File: config.mk
export PLATFORM = sky130hd
export DESIGN_NAME = fetch_buffer_top
export DESIGN_NICKNAME = d
export VERILOG_FILES = /design/src/hw/fetch_pkg.sv /design/src/hw/fetch_buffer_top.sv /design/src/hw/fetch_queue.sv /design/src/hw/ibar_detect.sv /design/src/hw/sync_fifo.sv
export SDC_FILE = /design/constraint.sdc
export NUM_CORES = 1
export LEC_CHECK = 0
export BUFFER_PORTS_ARGS = -buffer_cell sky130_fd_sc_hd__buf_2
export CORE_MARGIN = 2
export CORE_UTILIZATION = 54
export CTS_CLUSTER_SIZE = 10
export DETAILED_ROUTE_END_ITERATION = 8
export GPL_ROUTABILITY_DRIVEN = 0
export PLACE_DENSITY = 0.85
export SLEW_MARGIN = 0
export SYNTH_ARGS = -nofsm -noshare
export SYNTH_HDL_FRONTEND = slang
export SYNTH_SLANG_ARGS = --single-unit
File: constraint.sdc
create_clock -name clk_i -period 14.55 [get_ports clk_i]
set_input_delay 0.7275 -clock clk_i [delete_from_list [all_inputs] [get_ports clk_i]]
set_output_delay 0.7275 -clock clk_i [all_outputs]
set_load 0.01 [all_outputs]
File: src/hw/fetch_pkg.sv
package fetch_pkg;

    // ####################
    // fetch group payload
    // ####################

    // pc belongs to inst0, inst1 sits at pc + 4
    typedef struct packed {
        logic [31:0] inst1;
        logic [31:0] inst0;
        logic [31:0] pc;
        logic [31:0] badv;
    } fetch_pair_t;

    // icache side info that travels with a pair
    typedef struct packed {
        logic [31:0] cookie;
        logic [6:0]  exception;
        logic        cacop_ready;
        logic        cacop_complete;
    } fetch_status_t;

    // ####################
    // front-end constants
    // ####################

    // andi r0,r0,0
    localparam logic [31:0] INST_NOP = 32'h0340_0000;

    // reset pc, also used as badv of the idle pair
    localparam logic [31:0] PC_RESET = 32'h1c00_0000;

    // ibar opcode in bits 31:15, low 15 bits are the hint
    localparam logic [31:0] IBAR_MASK  = 32'hffff_8000;
    localparam logic [31:0] IBAR_MATCH = 32'h3872_8000;

    // cookie shown to decode while nothing is buffered
    localparam logic [31:0] COOKIE_IDLE = 32'd1919810;

    // buffer depth unless the top level says otherwise
    localparam int FETCH_DEPTH_DEFAULT = 8;

endpackage
File: src/hw/fetch_buffer_top.sv
`timescale 1ns/1ps

module fetch_buffer_top #(
    parameter int DEPTH = fetch_pkg::FETCH_DEPTH_DEFAULT
) (
    input  logic                     clk_i,
    input  logic                     rst_n_i,

    // fetch side
    input  logic                     push_i,
    input  fetch_pkg::fetch_pair_t   in_pair_i,
    input  fetch_pkg::fetch_status_t in_status_i,

    // decode side
    input  logic                     pop_i,
    output fetch_pkg::fetch_pair_t   out_pair_o,
    output fetch_pkg::fetch_status_t out_status_o,
    output logic                     empty_o,
    output logic                     full_o,

    // barrier report
    output logic                     ibar_o,
    output logic                     ibar_pos_o,
    output logic [31:0]              ibar_pc_o
);

    // accepted push, full check lives in the queue
    logic push_ok;

    fetch_queue #(
        .DEPTH (DEPTH)
    ) u_queue (
        .clk_i        (clk_i),
        .rst_n_i      (rst_n_i),
        .push_i       (push_i),
        .pop_i        (pop_i),
        .in_pair_i    (in_pair_i),
        .in_status_i  (in_status_i),
        .out_pair_o   (out_pair_o),
        .out_status_o (out_status_o),
        .empty_o      (empty_o),
        .full_o       (full_o),
        .push_ok_o    (push_ok)
    );

    ibar_detect u_ibar (
        .clk_i      (clk_i),
        .rst_n_i    (rst_n_i),
        .push_ok_i  (push_ok),
        .pair_i     (in_pair_i),
        .ibar_o     (ibar_o),
        .ibar_pos_o (ibar_pos_o),
        .ibar_pc_o  (ibar_pc_o)
    );

endmodule

File: src/hw/fetch_queue.sv
`timescale 1ns/1ps

module fetch_queue #(
    parameter int DEPTH = fetch_pkg::FETCH_DEPTH_DEFAULT
) (
    input  logic                     clk_i,
    input  logic                     rst_n_i,
    input  logic                     push_i,
    input  logic                     pop_i,
    input  fetch_pkg::fetch_pair_t   in_pair_i,
    input  fetch_pkg::fetch_status_t in_status_i,
    output fetch_pkg::fetch_pair_t   out_pair_o,
    output fetch_pkg::fetch_status_t out_status_o,
    output logic                     empty_o,
    output logic                     full_o,
    output logic                     push_ok_o
);

    import fetch_pkg::*;

    // what decode sees with nothing buffered
    localparam fetch_pair_t PAIR_IDLE = '{
        inst1: INST_NOP,
        inst0: INST_NOP,
        pc:    PC_RESET,
        badv:  PC_RESET
    };

    localparam fetch_status_t STATUS_IDLE = '{
        cookie:         COOKIE_IDLE,
        exception:      7'd0,
        cacop_ready:    1'b0,
        cacop_complete: 1'b0
    };

    logic          buf_empty;
    logic          buf_full;
    logic          bypass;
    logic          push_ok;
    logic          wr_en;
    logic          rd_en;
    fetch_pair_t   head_pair;
    fetch_status_t head_stat;

    // ####################
    // handshake
    // ####################

    // empty buffer with push and pop together skips storage
    assign bypass = buf_empty && push_i && pop_i;

    // full buffer still takes a push when decode pops in the same cycle
    assign push_ok = push_i && (bypass || !buf_full || pop_i);

    assign wr_en = push_ok && !bypass;
    assign rd_en = pop_i && !buf_empty;

    // ####################
    // storage
    // ####################

    // both buffers see the same strobes and stay co-indexed
    sync_fifo #(
        .payload_t (fetch_pair_t),
        .DEPTH     (DEPTH)
    ) u_pair_buf (
        .clk_i     (clk_i),
        .rst_n_i   (rst_n_i),
        .wr_en_i   (wr_en),
        .wr_data_i (in_pair_i),
        .rd_en_i   (rd_en),
        .rd_data_o (head_pair),
        .empty_o   (buf_empty),
        .full_o    (buf_full)
    );

    // flags of this one are redundant
    sync_fifo #(
        .payload_t (fetch_status_t),
        .DEPTH     (DEPTH)
    ) u_stat_buf (
        .clk_i     (clk_i),
        .rst_n_i   (rst_n_i),
        .wr_en_i   (wr_en),
        .wr_data_i (in_status_i),
        .rd_en_i   (rd_en),
        .rd_data_o (head_stat),
        .empty_o   (),
        .full_o    ()
    );

    // ####################
    // output select
    // ####################

    always_comb begin
        if (bypass) begin
            out_pair_o   = in_pair_i;
            out_status_o = in_status_i;
        end else if (!buf_empty) begin
            out_pair_o   = head_pair;
            out_status_o = head_stat;
        end else begin
            out_pair_o   = PAIR_IDLE;
            out_status_o = STATUS_IDLE;
        end
    end

    assign empty_o   = buf_empty;
    assign full_o    = buf_full;
    assign push_ok_o = push_ok;

endmodule

File: src/hw/ibar_detect.sv
`timescale 1ns/1ps

module ibar_detect (
    input  logic                   clk_i,
    input  logic                   rst_n_i,
    input  logic                   push_ok_i,
    input  fetch_pkg::fetch_pair_t pair_i,
    output logic                   ibar_o,
    output logic                   ibar_pos_o,
    output logic [31:0]            ibar_pc_o
);

    import fetch_pkg::*;

    logic        hit0;
    logic        hit1;
    logic        hit;
    logic        ibar_q;
    logic        pos_q;
    logic [31:0] pc_q;

    // ####################
    // opcode match
    // ####################

    // hint bits are masked off
    assign hit0 = (pair_i.inst0 & IBAR_MASK) == IBAR_MATCH;
    assign hit1 = (pair_i.inst1 & IBAR_MASK) == IBAR_MATCH;
    assign hit  = hit0 || hit1;

    // ####################
    // report registers
    // ####################

    // one-cycle pulse per accepted pair with a barrier
    always_ff @(posedge clk_i) begin
        if (!rst_n_i) begin
            ibar_q <= 1'b0;
        end else begin
            ibar_q <= push_ok_i && hit;
        end
    end

    // slot 0 wins when both slots hold ibar
    always_ff @(posedge clk_i) begin
        if (push_ok_i && hit) begin
            pos_q <= !hit0;
            pc_q  <= hit0 ? pair_i.pc : pair_i.pc + 32'd4;
        end
    end

    assign ibar_o     = ibar_q;
    assign ibar_pos_o = pos_q;
    assign ibar_pc_o  = pc_q;

endmodule

File: src/hw/sync_fifo.sv
`timescale 1ns/1ps

module sync_fifo #(
    parameter type payload_t = logic [31:0],
    parameter int  DEPTH     = 8
) (
    input  logic     clk_i,
    input  logic     rst_n_i,
    input  logic     wr_en_i,
    input  payload_t wr_data_i,
    input  logic     rd_en_i,
    output payload_t rd_data_o,
    output logic     empty_o,
    output logic     full_o
);

    localparam int PTR_W = (DEPTH > 1) ? $clog2(DEPTH) : 1;
    localparam int CNT_W = $clog2(DEPTH + 1);
    localparam logic [PTR_W-1:0] PTR_LAST = PTR_W'(DEPTH - 1);
    localparam logic [CNT_W-1:0] CNT_FULL = CNT_W'(DEPTH);

    payload_t         mem [DEPTH];
    logic [PTR_W-1:0] wr_ptr_q;
    logic [PTR_W-1:0] rd_ptr_q;
    logic [CNT_W-1:0] cnt_q;
    logic [CNT_W-1:0] cnt_d;
    logic             empty_q;
    logic             full_q;
    logic             do_wr;
    logic             do_rd;

    // a read in the same cycle frees a slot for the write when full
    assign do_rd = rd_en_i && !empty_q;
    assign do_wr = wr_en_i && (!full_q || do_rd);

    always_comb begin
        cnt_d = cnt_q;
        if (do_wr && !do_rd) begin
            cnt_d = cnt_q + 1'b1;
        end else if (do_rd && !do_wr) begin
            cnt_d = cnt_q - 1'b1;
        end
    end

    always_ff @(posedge clk_i) begin
        if (!rst_n_i) begin
            wr_ptr_q <= '0;
            rd_ptr_q <= '0;
            cnt_q    <= '0;
            empty_q  <= 1'b1;
            full_q   <= 1'b0;
        end else begin
            if (do_wr) begin
                wr_ptr_q <= (wr_ptr_q == PTR_LAST) ? '0 : wr_ptr_q + 1'b1;
            end
            if (do_rd) begin
                rd_ptr_q <= (rd_ptr_q == PTR_LAST) ? '0 : rd_ptr_q + 1'b1;
            end
            cnt_q   <= cnt_d;
            // flags follow the next count so they stay registered
            empty_q <= (cnt_d == '0);
            full_q  <= (cnt_d == CNT_FULL);
        end
    end

    // storage
    always_ff @(posedge clk_i) begin
        if (do_wr) begin
            mem[wr_ptr_q] <= wr_data_i;
        end
    end

    // head entry, no read latency
    assign rd_data_o = mem[rd_ptr_q];
    assign empty_o   = empty_q;
    assign full_o    = full_q;

endmodule

Word-level counts from Yosys, hierarchy flattened
Memory sizes are Yosys's and may differ from the RTL's. A register that Yosys moved wholly into a read port is not among the register bits.
Index checks and enable logic that the tools add are counted.
- multiplexer cells: 21
- reductions and logical operators: 31
- add/sub/neg operators: 9
- equality and inequality tests: 8
- operator list (kind ; count):
    $mux W128 ; 2
    $mux W41 ; 2
    $eq A17 B15 Y1 const B ; 2
    $add A32 B3 Y32 const B ; 1
    $mux W32 ; 1
    $mux W3 ; 8
    $mux W4 ; 4
    $logic_and A1 B1 Y1 ; 14
    $add A3 B1 Y3 const B ; 4
    $eq A3 B3 Y1 const B ; 4
    $logic_not A1 Y1 ; 10
    $add A4 B1 Y4 const B ; 2
    $eq A4 B4 Y1 const B ; 2
    $logic_not A4 Y1 ; 2
    $sub A4 B1 Y4 const B ; 2
    $logic_or A1 B1 Y1 ; 5
    $mux W1 ; 4
- memory bits (writable): 1352
- register bits: 58
- bits of input ports: 173
- memories: 2
- memory list (name ; depth ; bits a word ; read ports ; clocked after memory_dff ; wr ports ; RTL line ; RTL):
    u_queue.u_pair_buf.mem ; 8 ; 128 ; 1 ; 1 ; 1 ; sync_fifo.sv:22 ; payload_t mem [DEPTH];
    u_queue.u_stat_buf.mem ; 8 ; 41 ; 1 ; 1 ; 1 ; sync_fifo.sv:22 ;

Depth between registers and ports, before layout
- word-level depth: 12
- depth in mapped cells: 7

Cells and area by module
Synthesis repeated with hierarchy kept, for this count alone.
- cells, all modules: 2854
- area, all modules: 57918.0 µm²
- modules (own cells, without submodules) (module ; sequential area each (µm²) ; cells each ; times used ; area an instance (µm²)):
    sync_fifo at u_queue.u_pair_buf ; 31049.8 ; 1568 ; 1 ; 39684.3
    sync_fifo at u_queue.u_stat_buf ; 10149.7 ; 563 ; 1 ; 13374.1
    fetch_queue ; 0.0 ; 570 ; 1 ; 2914.0
    ibar_detect ; 1011.0 ; 153 ; 1 ; 1945.6

Least setup slack after synthesis
OpenSTA, ideal clock, no wires.
- kind: input-to-reg
- start point: input port push_i
- end point: memory u_queue.u_pair_buf.mem[0][0] in the netlist's numbering (enable)
- setup slack: 344 ps
- stages on the path: 4
- arrival time: 13278 ps
- cells stage by stage: buf_2 -> o21ai_1 -> a21o_1 -> nor4_1
- word-level cells in the longest chain between the ends: 9
- RTL lines (element ; RTL line ; RTL):
    from (decl) ; fetch_buffer_top.sv:10 ; input logic push_i,
    $logic_and A1 B1 Y1 (2 in a row) ; fetch_queue.sv:50 ; assign bypass = buf_empty && push_i && pop_i;
    $logic_or A1 B1 Y1 (2 in a row) ; fetch_queue.sv:53 ; assign push_ok = push_i && (bypass || !buf_full || pop_i);
    $logic_and A1 B1 Y1 ; fetch_queue.sv:53 ;
    $logic_and A1 B1 Y1 (*) ; fetch_queue.sv:55 ; assign wr_en = push_ok && !bypass;
    $logic_and A1 B1 Y1 (*) ; sync_fifo.sv:34 ; assign do_wr = wr_en_i && (!full_q || do_rd);
    $mux W1 (*) ; sync_fifo.sv:68 ; if (do_wr) begin
    $mux W1 (implied by the code) (*) ; sync_fifo.sv:69 ; mem[wr_ptr_q] <= wr_data_i;
    to (decl) ; sync_fifo.sv:22 ;
Every way passes the cells marked *; elsewhere a longest branch is shown, timed or not.

==> impl_metrics.toml <==
[clock_tree]
cts_sinks = 1416
cts_tree = "done"
cts_resized = 0
cts_root_buf = "clkbuf_16"
path_clk_slew_ns = 0.06
htree_levels = 4
postCtsHoldBufs = 0
clk_path_buf_depth = 3
postCtsSetupRepairBufs = 0
cts_made_buffers = 161
worstSkewPairLatency_ns = 0.78

[die]
initial_core_util = 0.544
core.rowCount = 117
core-area_um2 = 102000
fp.dieW_um = 324
dieArea_um2 = 105000
pin_count = 378
fp.dieH_um = 324

[synth]
yosysWarningCount = 0
synth_edf_count = 1385
syn_nets = 2827
syn_inst = 2641
yosys.area.top_type_share = 0.752
yosysTopAreaCell = "edfxtp_1"
synth_area_leaders = "edfxtp_1 75%, mux4_2 14%, mux2i_1 2.7%, o21ai_0 1.4%, nand2_1 1.2%"
ys_seq_elements = 1416
seq_area_frac_synth = 0.763
synthDistinctLibCells = 58
synthArstFlopShare = 0
postSynthAreaPerCell_um2 = 20.9
synthFlopType = "edfxtp_1"
syn_area_um2 = 55300

[global_route]
grt_pass1_vias = 29700
grtUsageTotal = 0.247
grt_busiest_layer = "met2"
antenna_found_initial = 26
grt_first_pass_wirelength_um = 190000
grt-ovfl-total = 0
grtUsageMet3 = 0.0678
grt_max_degree = 155
grtUsageMet2 = 0.408
gr-usage-met1 = 0.315

[sta]
fin_crit_sh = 0.429
setup_violations = 0
maxSlewViolCount = 0
rsz0062_at_grt = "no"
holdWs_ns = 0.237
clock_skew_ns = 0.0576
tns_ns = 0
hold_viol = 0
finalCriticalPeriod_ns = 6.25
worstMarginPinSlew_ns = 1.15
fmax_mhz = 160
maxSlewHeadroom = 0.234
fin_ws_ns = 8.30

[placement]
dp_hpwl_um = 67000
place_ws_ns = 9.02
port_buffers = 377

[route]
vias_per_cell = 6.37
wirelength_um = 129000
ant_nets = 0
drt_first_pass_iters = 5
via_count = 28700
drc = 0
routedWlPerCell_um = 28.8
drt_iter0_drc = 3402

[pwr]
p_sw_mw = 2.05
p_int_mw = 6.89
leakagePower_nw = 19.9
peakVddDrop_v = 0.000117
pwr-share-comb = 0.086
pwr-share-clk = 0.398
pwr-share-seq = 0.516
powerDensity_nw_per_um2 = 141
swShare = 0.229

[flow_run]
maxCapViolations = 0

[min_path]
hold_class = "in2reg"
hold_start = "in_pair_i[29]"

[worst_setup_path]
path_max_fanout = 46
cp_cell_sequence = "buf_4 -> buf_4 -> buf_4 -> mux4_2 -> mux2_2 -> o22a_1 -> buf_2"
end_kind = "output port"
reg2reg_from = "u_queue.u_pair_buf.full_o$_SDFF_PN0_"
slowest_delay_ns = 0.87
crit_arrival_ns = 5.52
critical_path_class = "reg2out"
crit_slowest_cell = "dfxtp_4"
startpoint_type = "flip-flop"
worstPathRequired_ns = 13.82
critPathMostFrequentCell = "buf_4"

[layout]
post-route-util = 0.622
finalNetCount = 3275
area_growth_pct = 14.5
drive_gt1_frac = 0.321
final_cell_mix = "1385 x edfxtp_1, 377 x buf_2, 338 x mux4_2"
mostFrequentLayoutCell = "edfxtp_1"

[status]
outcome = "complete, no violations"
## cell type report
cell class,count,area (um2)
Sequential cell,1416,42200
Inverter,10,37.5
Multi-Input combinational cell,1073,12600
Clock inverter,21,369
Fill cell,6592,38400
Tap cell,1368,1710
Clock buffer,177,4110
Antenna cell,8,20.0
Timing Repair Buffer,427,2290
## cell usage after synthesis (18+ instances only)
cell type,number
xnor2_1,27
o21ai_0,156
a21oi_1,18
mux2i_1,150
mux2_2,23
o22a_1,22
nand2_1,177
buf_2,49
nor2_1,29
dfxtp_1,31
mux4_2,338
edfxtp_1,1385
clkbuf_1,69
## critical path: cells and delay by family (launching register included)
family,cells,cell delay (ns)
compound gates,1,0.21
mux,2,0.91
flops,1,0.87
buf+inv,4,2.61
## state kept, by name (all words and copies together), names as in the netlist, named ones only
register and flops:
u_queue.u_stat_buf.full_o 1, u_queue.u_pair_buf.wr_ptr_q 3, u_ibar.ibar_pc_o 32, u_queue.u_stat_buf.mem 328
u_queue.u_pair_buf.full_o 1, u_queue.u_stat_buf.cnt_q 4, u_ibar.ibar_o 1, u_queue.u_stat_buf.empty_o 1
u_queue.u_stat_buf.wr_ptr_q 3, u_queue.u_pair_buf.rd_ptr_q 3, u_queue.u_pair_buf.cnt_q 4, u_ibar.ibar_pos_o 1
u_queue.u_pair_buf.empty_o 1, u_queue.u_stat_buf.rd_ptr_q 3, u_queue.u_pair_buf.mem 1024
## power groups by stage
stage | registers (mW) | clock network (mW) | logic [mW]
floorplan | 4.69 | 0 | 0.460
global placement | 4.69 | 0 | 0.732
detailed placement | 4.70 | 0 | 0.752
CTS | 4.62 | 3.61 | 0.767
global route | 4.62 | 3.76 | 0.819
finish | 4.62 | 3.56 | 0.767
## per-stage QoR
step	total power [mW]	cell area [um2]	cells
6_report	8.95	63300	4500
2_1_floorplan	5.15	55300	2641
3_5_place_dp	5.45	58800	4294
3_3_place_gp	5.42	58800	4294
4_1_cts	9.00	63300	4492
5_1_grt	9.20	63300	4495
## cells by family after synthesis
| family | synth area share |
|---|---|
| compound gates | 0.0217 |
| mux | 0.169 |
| flops | 0.763 |
| simple gates | 0.0255 |
| fa+ha+maj | 0.00294 |
| xor+xnor | 0.00522 |
| buf+inv | 0.0123 |
## metal layers
metal / wire (um) / vias up
li1: - / 11700
met1: 47100 / 14900
met2: 64900 / 1734
met3: 13300 / 329
met4: 4010 / 34
met5: 205 / -
## path summary, 6_finish.rpt
path                                                       to  slack [ns]  depth (start not counted)
hold / removal        u_queue.u_pair_buf.mem[3][29]$_DFFE_PP_        0.24                          1
setup reg to reg      u_queue.u_pair_buf.mem[3][54]$_DFFE_PP_       10.39                          7
hold reg to reg   u_queue.u_stat_buf.wr_ptr_q[0]$_SDFFE_PN0P_        0.50                          2
setup / recovery                               out_pair_o[86]        8.30                          7
(Power assumes the default switching activity.)
